--- src/logic/pipe_ctrl_pkg.sv ---
package pipe_ctrl_pkg;

    // sixteen architectural registers
    localparam int REG_IDX_W = 4;

    // opcode groups, matched on the upper three opcode bits
    localparam logic [2:0] GRP_JUMP   = 3'b001;
    localparam logic [2:0] GRP_BRANCH = 3'b011;
    localparam logic [2:0] GRP_IMM_A  = 3'b010;
    localparam logic [2:0] GRP_IMM_B  = 3'b101;

    // only the opcodes the hazard logic needs by name
    // any other encoding passes through as a raw 5-bit value
    typedef enum logic [4:0] {
        op_halt = 5'b00000,
        op_nop  = 5'b00001,
        op_j    = 5'b00100,
        op_jr   = 5'b00101,
        op_jal  = 5'b00110,
        op_jalr = 5'b00111,
        op_beqz = 5'b01100,
        op_bnez = 5'b01101,
        op_bltz = 5'b01110,
        op_bgez = 5'b01111,
        op_ld   = 5'b10001,
        op_slbi = 5'b10010,
        op_lbi  = 5'b11000,
        op_btr  = 5'b11001
    } opcode_t;

    // instruction sitting in the if/id latch
    typedef struct packed {
        opcode_t              opcode;
        logic [REG_IDX_W-1:0] rs1;
        logic [REG_IDX_W-1:0] rs2;
    } decode_info_t;

    // execute or memory stage as seen by the hazard logic
    typedef struct packed {
        logic                 valid;
        logic                 wr_en;
        logic [REG_IDX_W-1:0] dest;
        opcode_t              opcode;
    } stage_info_t;

    // level stall lines from the two caches
    typedef struct packed {
        logic instr_stall;
        logic data_stall;
    } mem_stall_t;

    // which register fields of the decode instruction are real reads
    typedef struct packed {
        logic use_rs1;
        logic use_rs2;
    } operand_use_t;

    // hold, bubble and pc controls back to the pipeline
    typedef struct packed {
        logic pc_write_disable;
        logic fetch_nop;
        logic if_id_hold;
        logic id_ex_hold;
        logic ex_nop;
        logic ex_mem_hold;
        logic mem_nop;
        logic instr_mem_nop;
        logic data_mem_nop;
    } pipe_ctrl_t;

    // jump or branch, pc not known until it resolves
    function automatic logic is_ctrl_xfer(input opcode_t op);
        logic [2:0] grp;
        grp = op[4:2];
        return (grp == GRP_JUMP) || (grp == GRP_BRANCH);
    endfunction

    // immediate formats with no second register field
    function automatic logic is_imm_group(input opcode_t op);
        logic [2:0] grp;
        grp = op[4:2];
        return (grp == GRP_IMM_A) || (grp == GRP_IMM_B);
    endfunction

endpackage
--- src/logic/pipe_hazard_top.sv ---
module pipe_hazard_top
    import pipe_ctrl_pkg::*;
(
    input  logic         clk,
    input  logic         rst_n,
    input  opcode_t      fetch_opcode,
    input  decode_info_t decode,
    input  stage_info_t  ex_stage,
    input  stage_info_t  mem_stage,
    input  mem_stall_t   stalls,
    output pipe_ctrl_t   ctrl
);

    operand_use_t operand_use;
    logic         data_hazard;
    logic         control_hazard;
    logic         instr_mem_nop;
    logic         data_mem_nop;

    // which decode fields are register reads
    operand_decoder operand_decoder_i (
        .opcode      (decode.opcode),
        .operand_use (operand_use)
    );

    // read after write against execute and memory
    raw_detector raw_detector_i (
        .decode      (decode),
        .operand_use (operand_use),
        .ex_stage    (ex_stage),
        .mem_stage   (mem_stage),
        .data_hazard (data_hazard)
    );

    // jumps and branches anywhere from fetch to memory
    branch_tracker branch_tracker_i (
        .fetch_opcode   (fetch_opcode),
        .decode_opcode  (decode.opcode),
        .ex_stage       (ex_stage),
        .mem_stage      (mem_stage),
        .control_hazard (control_hazard)
    );

    // cache stalls delayed into bubble flags
    mem_stall_sync mem_stall_sync_i (
        .clk           (clk),
        .rst_n         (rst_n),
        .stalls        (stalls),
        .instr_mem_nop (instr_mem_nop),
        .data_mem_nop  (data_mem_nop)
    );

    hazard_unit hazard_unit_i (
        .clk            (clk),
        .rst_n          (rst_n),
        .fetch_opcode   (fetch_opcode),
        .data_hazard    (data_hazard),
        .control_hazard (control_hazard),
        .stalls         (stalls),
        .instr_mem_nop  (instr_mem_nop),
        .data_mem_nop   (data_mem_nop),
        .ctrl           (ctrl)
    );

endmodule

--- src/logic/hazard_unit.sv ---
module hazard_unit
    import pipe_ctrl_pkg::*;
(
    input  logic       clk,
    input  logic       rst_n,
    input  opcode_t    fetch_opcode,
    input  logic       data_hazard,
    input  logic       control_hazard,
    input  mem_stall_t stalls,
    input  logic       instr_mem_nop,
    input  logic       data_mem_nop,
    output pipe_ctrl_t ctrl
);

    // hazard as acted on, suppressed while in reset
    logic raw_active;

    // halt in fetch, pc must not run past it into empty memory
    logic fetch_halt;

    // nop already sitting in fetch
    logic fetch_is_nop;

    // next value of the registered fetch bubble
    logic fetch_nop_d;
    logic fetch_nop_q;

    // combinational controls before packing
    logic pc_write_disable;
    logic if_id_hold;
    logic id_ex_hold;
    logic ex_nop;
    logic ex_mem_hold;
    logic mem_nop;

    assign raw_active   = rst_n & data_hazard;
    assign fetch_halt   = (fetch_opcode == op_halt);
    assign fetch_is_nop = (fetch_opcode == op_nop);

    // pc freezes on any hazard, a halt, or a data cache stall
    assign pc_write_disable = raw_active | control_hazard | fetch_halt
                            | stalls.data_stall;

    // keep the decode instruction in if/id while the bubble goes down,
    // control hazards leave it open so the jump moves on
    assign if_id_hold = raw_active | stalls.data_stall;

    // data cache stall freezes everything up to memory
    assign id_ex_hold = stalls.data_stall;

    // bubble into execute in place of the stalled decode
    assign ex_nop = raw_active;

    // ex/mem held the cycle after a data stall
    assign ex_mem_hold = data_mem_nop;

    // memory issues nothing while its cache is busy
    assign mem_nop = stalls.data_stall;

    // fetch bubble on a control hazard, unless a data hazard holds the
    // decode slot and fetch has something real in it
    assign fetch_nop_d = control_hazard & (~raw_active | fetch_is_nop);

    // fetch bubble applies to the next fetched word
    always_ff @(posedge clk) begin
        if (!rst_n) begin
            fetch_nop_q <= 1'b0;
        end else begin
            fetch_nop_q <= fetch_nop_d;
        end
    end

    always_comb begin
        ctrl.pc_write_disable = pc_write_disable;
        ctrl.fetch_nop        = fetch_nop_q;
        ctrl.if_id_hold       = if_id_hold;
        ctrl.id_ex_hold       = id_ex_hold;
        ctrl.ex_nop           = ex_nop;
        ctrl.ex_mem_hold      = ex_mem_hold;
        ctrl.mem_nop          = mem_nop;
        ctrl.instr_mem_nop    = instr_mem_nop;
        ctrl.data_mem_nop     = data_mem_nop;
    end

    // a bubble in execute without holding decode would lose an instruction
    a_exnop_holds_ifid: assert property (
        @(posedge clk) disable iff (!rst_n)
        ctrl.ex_nop |-> ctrl.if_id_hold
    ) else $error("ex_nop without if_id_hold");

    // pc must not advance while the data cache stalls
    a_stall_stops_pc: assert property (
        @(posedge clk) disable iff (!rst_n)
        stalls.data_stall |-> ctrl.pc_write_disable
    ) else $error("data stall without pc_write_disable");

    // stall seen here comes back through the stall sync a cycle later
    a_stall_holds_exmem: assert property (
        @(posedge clk) disable iff (!rst_n)
        stalls.data_stall |=> ctrl.ex_mem_hold
    ) else $error("ex_mem_hold missing after data stall");

endmodule

--- src/logic/mem_stall_sync.sv ---
module mem_stall_sync
    import pipe_ctrl_pkg::*;
(
    input  logic       clk,
    input  logic       rst_n,
    input  mem_stall_t stalls,
    output logic       instr_mem_nop,
    output logic       data_mem_nop
);

    // cycle after a cache stall is marked as a bubble
    always_ff @(posedge clk) begin
        if (!rst_n) begin
            instr_mem_nop <= 1'b0;
            data_mem_nop  <= 1'b0;
        end else begin
            instr_mem_nop <= stalls.instr_stall;
            data_mem_nop  <= stalls.data_stall;
        end
    end

    // no stale bubble leaks out of reset
    a_clear_after_reset: assert property (
        @(posedge clk) $rose(rst_n) |-> (!instr_mem_nop && !data_mem_nop)
    ) else $error("cache bubble flag set in first cycle after reset");

endmodule

--- src/logic/branch_tracker.sv ---
module branch_tracker
    import pipe_ctrl_pkg::*;
(
    input  opcode_t     fetch_opcode,
    input  opcode_t     decode_opcode,
    input  stage_info_t ex_stage,
    input  stage_info_t mem_stage,
    output logic        control_hazard
);

    // one flag per stage holding a jump or branch
    logic fetch_xfer;
    logic decode_xfer;
    logic ex_xfer;
    logic mem_xfer;

    // fetch and decode opcodes are taken as they come
    assign fetch_xfer  = is_ctrl_xfer(fetch_opcode);
    assign decode_xfer = is_ctrl_xfer(decode_opcode);

    // later stages may hold a bubble with a stale opcode
    assign ex_xfer  = ex_stage.valid & is_ctrl_xfer(ex_stage.opcode);
    assign mem_xfer = mem_stage.valid & is_ctrl_xfer(mem_stage.opcode);

    // front of the pipe stays held until the transfer leaves memory
    assign control_hazard = fetch_xfer | decode_xfer | ex_xfer | mem_xfer;

endmodule

--- src/logic/raw_detector.sv ---
module raw_detector
    import pipe_ctrl_pkg::*;
(
    input  decode_info_t decode,
    input  operand_use_t operand_use,
    input  stage_info_t  ex_stage,
    input  stage_info_t  mem_stage,
    output logic         data_hazard
);

    // stage only counts when it holds a real instruction that writes
    logic ex_live;
    logic mem_live;

    // decode reads what the stage is about to write
    logic ex_raw;
    logic mem_raw;

    // true when either used source names the given destination
    function automatic logic reads_dest(
        input logic [REG_IDX_W-1:0] dest,
        input decode_info_t         dec,
        input operand_use_t         src_use
    );
        logic hit_rs1;
        logic hit_rs2;
        hit_rs1 = src_use.use_rs1 && (dec.rs1 == dest);
        hit_rs2 = src_use.use_rs2 && (dec.rs2 == dest);
        return hit_rs1 || hit_rs2;
    endfunction

    assign ex_live  = ex_stage.valid & ex_stage.wr_en;
    assign mem_live = mem_stage.valid & mem_stage.wr_en;

    // execute result is not in the register file yet
    assign ex_raw  = ex_live & reads_dest(ex_stage.dest, decode, operand_use);

    // memory result neither, writeback lands before the read
    assign mem_raw = mem_live & reads_dest(mem_stage.dest, decode, operand_use);

    assign data_hazard = ex_raw | mem_raw;

endmodule

--- src/logic/operand_decoder.sv ---
module operand_decoder
    import pipe_ctrl_pkg::*;
(
    input  opcode_t      opcode,
    output operand_use_t operand_use
);

    // register fields that are really read, so that immediate bits in
    // the rs1/rs2 positions never get compared against a destination
    always_comb begin
        // r-type default, both sources read
        operand_use.use_rs1 = 1'b1;
        operand_use.use_rs2 = 1'b1;

        case (opcode)
            // no register operands at all
            op_halt, op_nop: begin
                operand_use.use_rs1 = 1'b0;
                operand_use.use_rs2 = 1'b0;
            end
            // pc relative jumps, displacement fills both fields
            op_j, op_jal: begin
                operand_use.use_rs1 = 1'b0;
                operand_use.use_rs2 = 1'b0;
            end
            // register jumps read only the base register
            op_jr, op_jalr: begin
                operand_use.use_rs2 = 1'b0;
            end
            // branches test rs1 against zero
            op_beqz, op_bnez, op_bltz, op_bgez: begin
                operand_use.use_rs2 = 1'b0;
            end
            // load byte immediate writes rs1 field, reads nothing
            op_lbi: begin
                operand_use.use_rs1 = 1'b0;
                operand_use.use_rs2 = 1'b0;
            end
            // shift-and-load keeps rs1 as source and destination
            op_slbi: begin
                operand_use.use_rs2 = 1'b0;
            end
            // bit reverse is single source
            op_btr: begin
                operand_use.use_rs2 = 1'b0;
            end
            // load reads only the address base
            op_ld: begin
                operand_use.use_rs2 = 1'b0;
            end
            default: begin
                // anything else keeps the r-type default
            end
        endcase

        // 010xx and 101xx carry an immediate where rs2 would sit
        if (is_imm_group(opcode)) begin
            operand_use.use_rs2 = 1'b0;
        end
    end

endmodule

--- config.mk ---
export PLATFORM = sky130hd
export DESIGN_NAME = pipe_hazard_top
export DESIGN_NICKNAME = d
export VERILOG_FILES = /design/src/logic/pipe_ctrl_pkg.sv /design/src/logic/pipe_hazard_top.sv /design/src/logic/hazard_unit.sv /design/src/logic/mem_stall_sync.sv /design/src/logic/branch_tracker.sv /design/src/logic/raw_detector.sv /design/src/logic/operand_decoder.sv
export SDC_FILE = /design/constraint.sdc
export NUM_CORES = 1
export LEC_CHECK = 0
export ABC_AREA = 0
export BUFFER_PORTS_ARGS = -buffer_cell sky130_fd_sc_hd__buf_2
export CAP_MARGIN = 0
export CORE_MARGIN = 8
export CORE_UTILIZATION = 39
export CTS_BUF_LIST = sky130_fd_sc_hd__clkbuf_8
export CTS_CLUSTER_SIZE = 12
export DETAILED_ROUTE_END_ITERATION = 10
export HOLD_SLACK_MARGIN = 0.02
export PLACE_DENSITY = 0.94
export SYNTH_ARGS = -nofsm -noshare
export SYNTH_HDL_FRONTEND = slang
export SYNTH_SLANG_ARGS = --single-unit
--- constraint.sdc ---
create_clock -name clk -period 2.9 [get_ports clk]
set_input_delay 0.435 -clock clk [delete_from_list [all_inputs] [get_ports clk]]
set_output_delay 0.435 -clock clk [all_outputs]
set_load 0.05 [all_outputs]
; Yosys cells after proc, flatten, opt, wreduce, memory -nomap -nowiden
; Cells that the tools add are included.
[word_totals]
latch_bits = 0
reg_bits = 3
n_memories = 0
output_inout_bits = 9
mem_bits_ro = 0
ram_bits = 0
[classes]
multipliers = 0
reduce_logical = 15
shift = 0
n_bitwise = 18
n_mux = 3
n_addsub = 0
magnitude_cmp = 0
n_div = 0
eq_ne = 28
[op_table]
columns = operator, n
row1 = == test 5 x 3 -> 1 bit (second input constant), 4
row2 = == test 5 x 4 -> 1 bit (second input constant), 4
row3 = == test 5 bit (second input constant), 4
row4 = == test 4 bit, 4
row5 = == test 3 x 2 -> 1 bit (second input constant), 5
row6 = OR reduction 14 bit, 1
row7 = == test 3 x 1 -> 1 bit (second input constant), 4
row8 = == test 5 x 1 -> 1 bit (second input constant), 2
row9 = zero test 5 bit, 2
row10 = OR 1 bit, 9
row11 = bitwise AND 1 bit, 8
row12 = logical OR 1 bit, 7
row13 = OR reduction 5 bit, 1
row14 = logical AND 1 bit, 4
row15 = == test 3 bit (second input constant), 1
row16 = 2-to-1 mux 1 bit, 3
row17 = NOT 1 bit, 1

; Logic depth before layout (Yosys ltp)
[logic_depth]
depth_word = 12
ltp_mapped = 7

; Hierarchy
; A second synthesis with hierarchy kept.
[hier_totals]
hier_cells = 64
area_unflattened_um2 = 495.5
[modules_own_cells]
columns = module, cells_per_inst, area_per_inst_um2, n_inst
row1 = raw_detector, 25, 197.7, 1
row2 = hazard_unit, 18, 138.9, 1
row3 = operand_decoder, 11, 67.6, 1
row4 = mem_stall_sync, 4, 52.6, 1
row5 = branch_tracker, 6, 38.8, 1

; Worst setup path before layout
; OpenSTA, ideal clock, no wires.
[synth_timing]
kind = input port to output port
from = input decode[10] in the netlist's numbering
to = output ctrl[6] in the netlist's numbering
slack_ns = 1.005
stages = 5
arrival_time_ns = 1.460
path_buffers = 1
cell_sequence = or3_4 > a22o_1 > a21oi_2 > o21bai_1 > buf_4
[synth_between]
elab_chain_len = 10
elab_cells_between_ends = 33
[synth_rtl]
columns = item, line
row1 = start: declaration, pipe_hazard_top.sv:7  ; input decode_info_t decode,
row2 = "== test 5 x 3 -> 1 bit, or another cell as far along", operand_decoder.sv:15  ; case (opcode)
row3 = OR reduction 14 bit (no line), -
row4 = 2-to-1 mux 1 bit, operand_decoder.sv:15
row5 = 2-to-1 mux 1 bit, operand_decoder.sv:57  ; if (is_imm_group(opcode)) begin
row6 = logical AND 1 bit, raw_detector.sv:28  ; hit_rs2 = src_use.use_rs2 && (dec.rs2 == dest);
row7 = logical OR 1 bit, raw_detector.sv:29  ; return hit_rs1 || hit_rs2;
row8 = bitwise AND 1 bit (on tied branches), "raw_detector.sv:36, raw_detector.sv:39"
row9 = OR 1 bit (*), raw_detector.sv:41  ; assign data_hazard = ex_raw | mem_raw;
row10 = bitwise AND 1 bit (*), hazard_unit.sv:36  ; assign raw_active = rst_n & data_hazard;
row11 = OR 1 bit (*), hazard_unit.sv:46  ; assign if_id_hold = raw_active | stalls.data_stall;
row12 = end: declaration, pipe_hazard_top.sv:11  ; output pipe_ctrl_t ctrl
; Every way passes the cells marked *; elsewhere a longest branch is shown, timed or not.

==> results.yml <==
sta:
  slew_violations: 0
  fin_crit_ns: 2.16
  tightest_slew_ns: 0.459
  tns_ns: 0
  rsz0062_at_grt: "false"
  fmax_mhz: 464
  relSlewSlack_pct: 69.1
  hold_viol: 0
  fin_crit_sh_pct: 74.4
  setup_viol: 0
global_route:
  grt_util_all_layers_pct: 11.7
  grt_max_degree: 7
  first_global_vias: 718
  grt_pass1_wl_um: 2530
  overflow: 0
  antenna_found_initial: 0
setup_path:
  cp-startpoint: "decode[5]"
  critPathLaunchType: "input port"
  endpoint: "ctrl[8]"
  endpoint_kind: "output pin"
  cp.arrival_ns: 1.72
  worstPathRequired_ns: 2.47
  critical_path_class: "input port to output pin"
  cp_max_fo: 3
detailed_routing:
  drtIter0Drc: 12
  vias: 653
  ant_nets: 0
  wl_um: 1600
  vias_per_cell: 5.10
  routedWlPerCell_um: 12.5
  route.detailed.drc: 0
  dr.pass1.iters: 4
layout:
  num_antenna_cells: 0
  layout-drive-gt1-share_pct: 46.0
  syn2layout_area_growth_pct: 43.1
  stdcell_count: 128
  final_cell_mix: "46 x buf_2, 9 x xor2_1, 7 x xnor2_1"
  nets: 158
  mostFrequentLayoutCell: "buf_2"
  final_util_pct: 58.5
die:
  num_rows: 13
  die_area_sq_mm: 0.00278
  io_pins: 53
  die_w_um: 52.7
  start_util_pct: 40.9
  core_sq_mm: 0.00128
  die_y_um: 52.7
yosys:
  synth_area_leaders: "xor2_1 15%, buf_4 13%, xnor2_1 12%"
  synth_seq_cells: 3
  synth_top_area_share_pct: 15.0
  ys_seq_area_share_pct: 11.4
  synthArstFlopShare_pct: 0
  synth-main-ff-cell: "dfxtp_1"
  synth-edff-count: 0
  syn-num-nets: 116
  yosysTopAreaCell: "xor2_1"
  synth_warnings: 0
  synth_area_per_cell_sq_um: 7.30
  synthDistinctLibCells: 26
  syn_area_sq_um: 526
  synth_cells: 72
pwr:
  switching_share_pct: 34.0
  seq_power_share_pct: 16.5
  totalPowerFinal_uw: 274
  peakVddDrop_uv: 132
  p_int_uw: 181
  switching_power_uw: 92.9
  p_leak_nw: 0.378
  clock_power_share_pct: 42.6
  power_density_mw_per_mm2: 364
  pwr-share-comb_pct: 41.0
cts:
  cts_max_level: 1
  hold_buffers: 0
  cts_resized: 0
  path_clk_slew_ns: 0.03
  cts_setup_buffers: 0
  cts_buffer_depth: 2
  cts.sinks: 3
  cts_tree: "done"
  numCtsBuffers: 3
  root_buffer: "clkbuf_8"
min_path:
  hp-class: "input port to flip-flop"
outcome:
  status: "complete, no violations"
flow_run:
  drv_cap: 0
place:
  gp_congestion: 0.673
  io_buffers: 46
  hpwlAfterDp_um: 1470
  dp.cells: 124
-- sequential cells by signal (all words and copies together), names as in the netlist --
register                        count
mem_stall_sync_i.instr_mem_nop      1
hazard_unit_i.fetch_nop_q           1
mem_stall_sync_i.data_mem_nop       1
-- critical path: stages --
cell	delay (ns)
buf_2	0.11
xor2_1	0.16
nor3_1	0.20
nand4_1	0.15
a21oi_2	0.20
a21oi_2	0.07
o21ai_1	0.13
buf_2	0.28
-- Yosys cell counts, types with 3 or more instances --
library cell	n
buf_4	9
xor2_1	9
xnor2_1	7
nor3_1	5
inv_1	4
nand4_1	4
nor2_1	4
a21oi_1	3
and2_1	3
dfxtp_1	3
nand2_1	3
nand3_1	3
-- layout make-up --
class	count	area (sq um)
fill	141	533
multi-input combinational	56	383
timing repair buffer	46	230
sequential	3	60.1
clock buffer	3	41.3
tap	15	18.8
inverter	4	15.0
clock inverter	1	3.75
-- power groups by stage --
stage / logic, mW / clock network [mW] / registers [mW]
2_1_floorplan: 0.0737 / 0 / 0.0455
3_3_place_gp: 0.109 / 0 / 0.0454
3_5_place_dp: 0.113 / 0 / 0.0456
4_1_cts: 0.113 / 0.120 / 0.0452
5_1_grt: 0.121 / 0.125 / 0.0453
6_report: 0.112 / 0.116 / 0.0451
-- cells by family (layout without fill, tap and decap cells) --
kind of cell	after synthesis	after routing	share of synthesized area, %
multiplexers	1	1	1.90
AND/OR/NAND/NOR	27	27	28.8
AO/OA/AOI/OAI	12	12	15.5
XOR/XNOR	16	16	26.7
buffers and inverters	13	54	15.7
flip-flops	3	3	11.4
-- per-layer routing --
layer	wire length (um)	vias up	GRT usage [%]	share of wire, %
met5	0	-	0	0
met4	25	0	5.17	1.6
met3	132	6	5.68	8.2
met2	907	28	24.3	57
met1	538	292	8.28	34
li1	-	327	-	-
-- stage by stage --
step                cell area, sq um  setup slack, ns  hold WS, ns
floorplan                        526             1.00        0.557
global placement                 707            0.782        0.643
detailed placement               707            0.736        0.656
CTS                              752            0.737        0.448
global route                     752            0.681        0.451
finish                           752            0.743        0.442
-- worst min path at each step --
| stage | from | end | slack (ns) | cells past startpoint |
|---|---|---|---|---|
| final | stalls[1] | mem_stall_sync_i.instr_mem_nop | 0.44 | 2 |
| after global routing | stalls[1] | mem_stall_sync_i.instr_mem_nop | 0.45 | 2 |
| after CTS | stalls[1] | mem_stall_sync_i.instr_mem_nop | 0.45 | 2 |
| after detailed placement | stalls[1] | mem_stall_sync_i.instr_mem_nop | 0.66 | 2 |
| after global placement | stalls[1] | mem_stall_sync_i.instr_mem_nop | 0.64 | 2 |
| after floorplan | rst_n | mem_stall_sync_i.data_mem_nop | 0.56 | 1 |
Note: power is estimated with default switching activity, not from simulation.
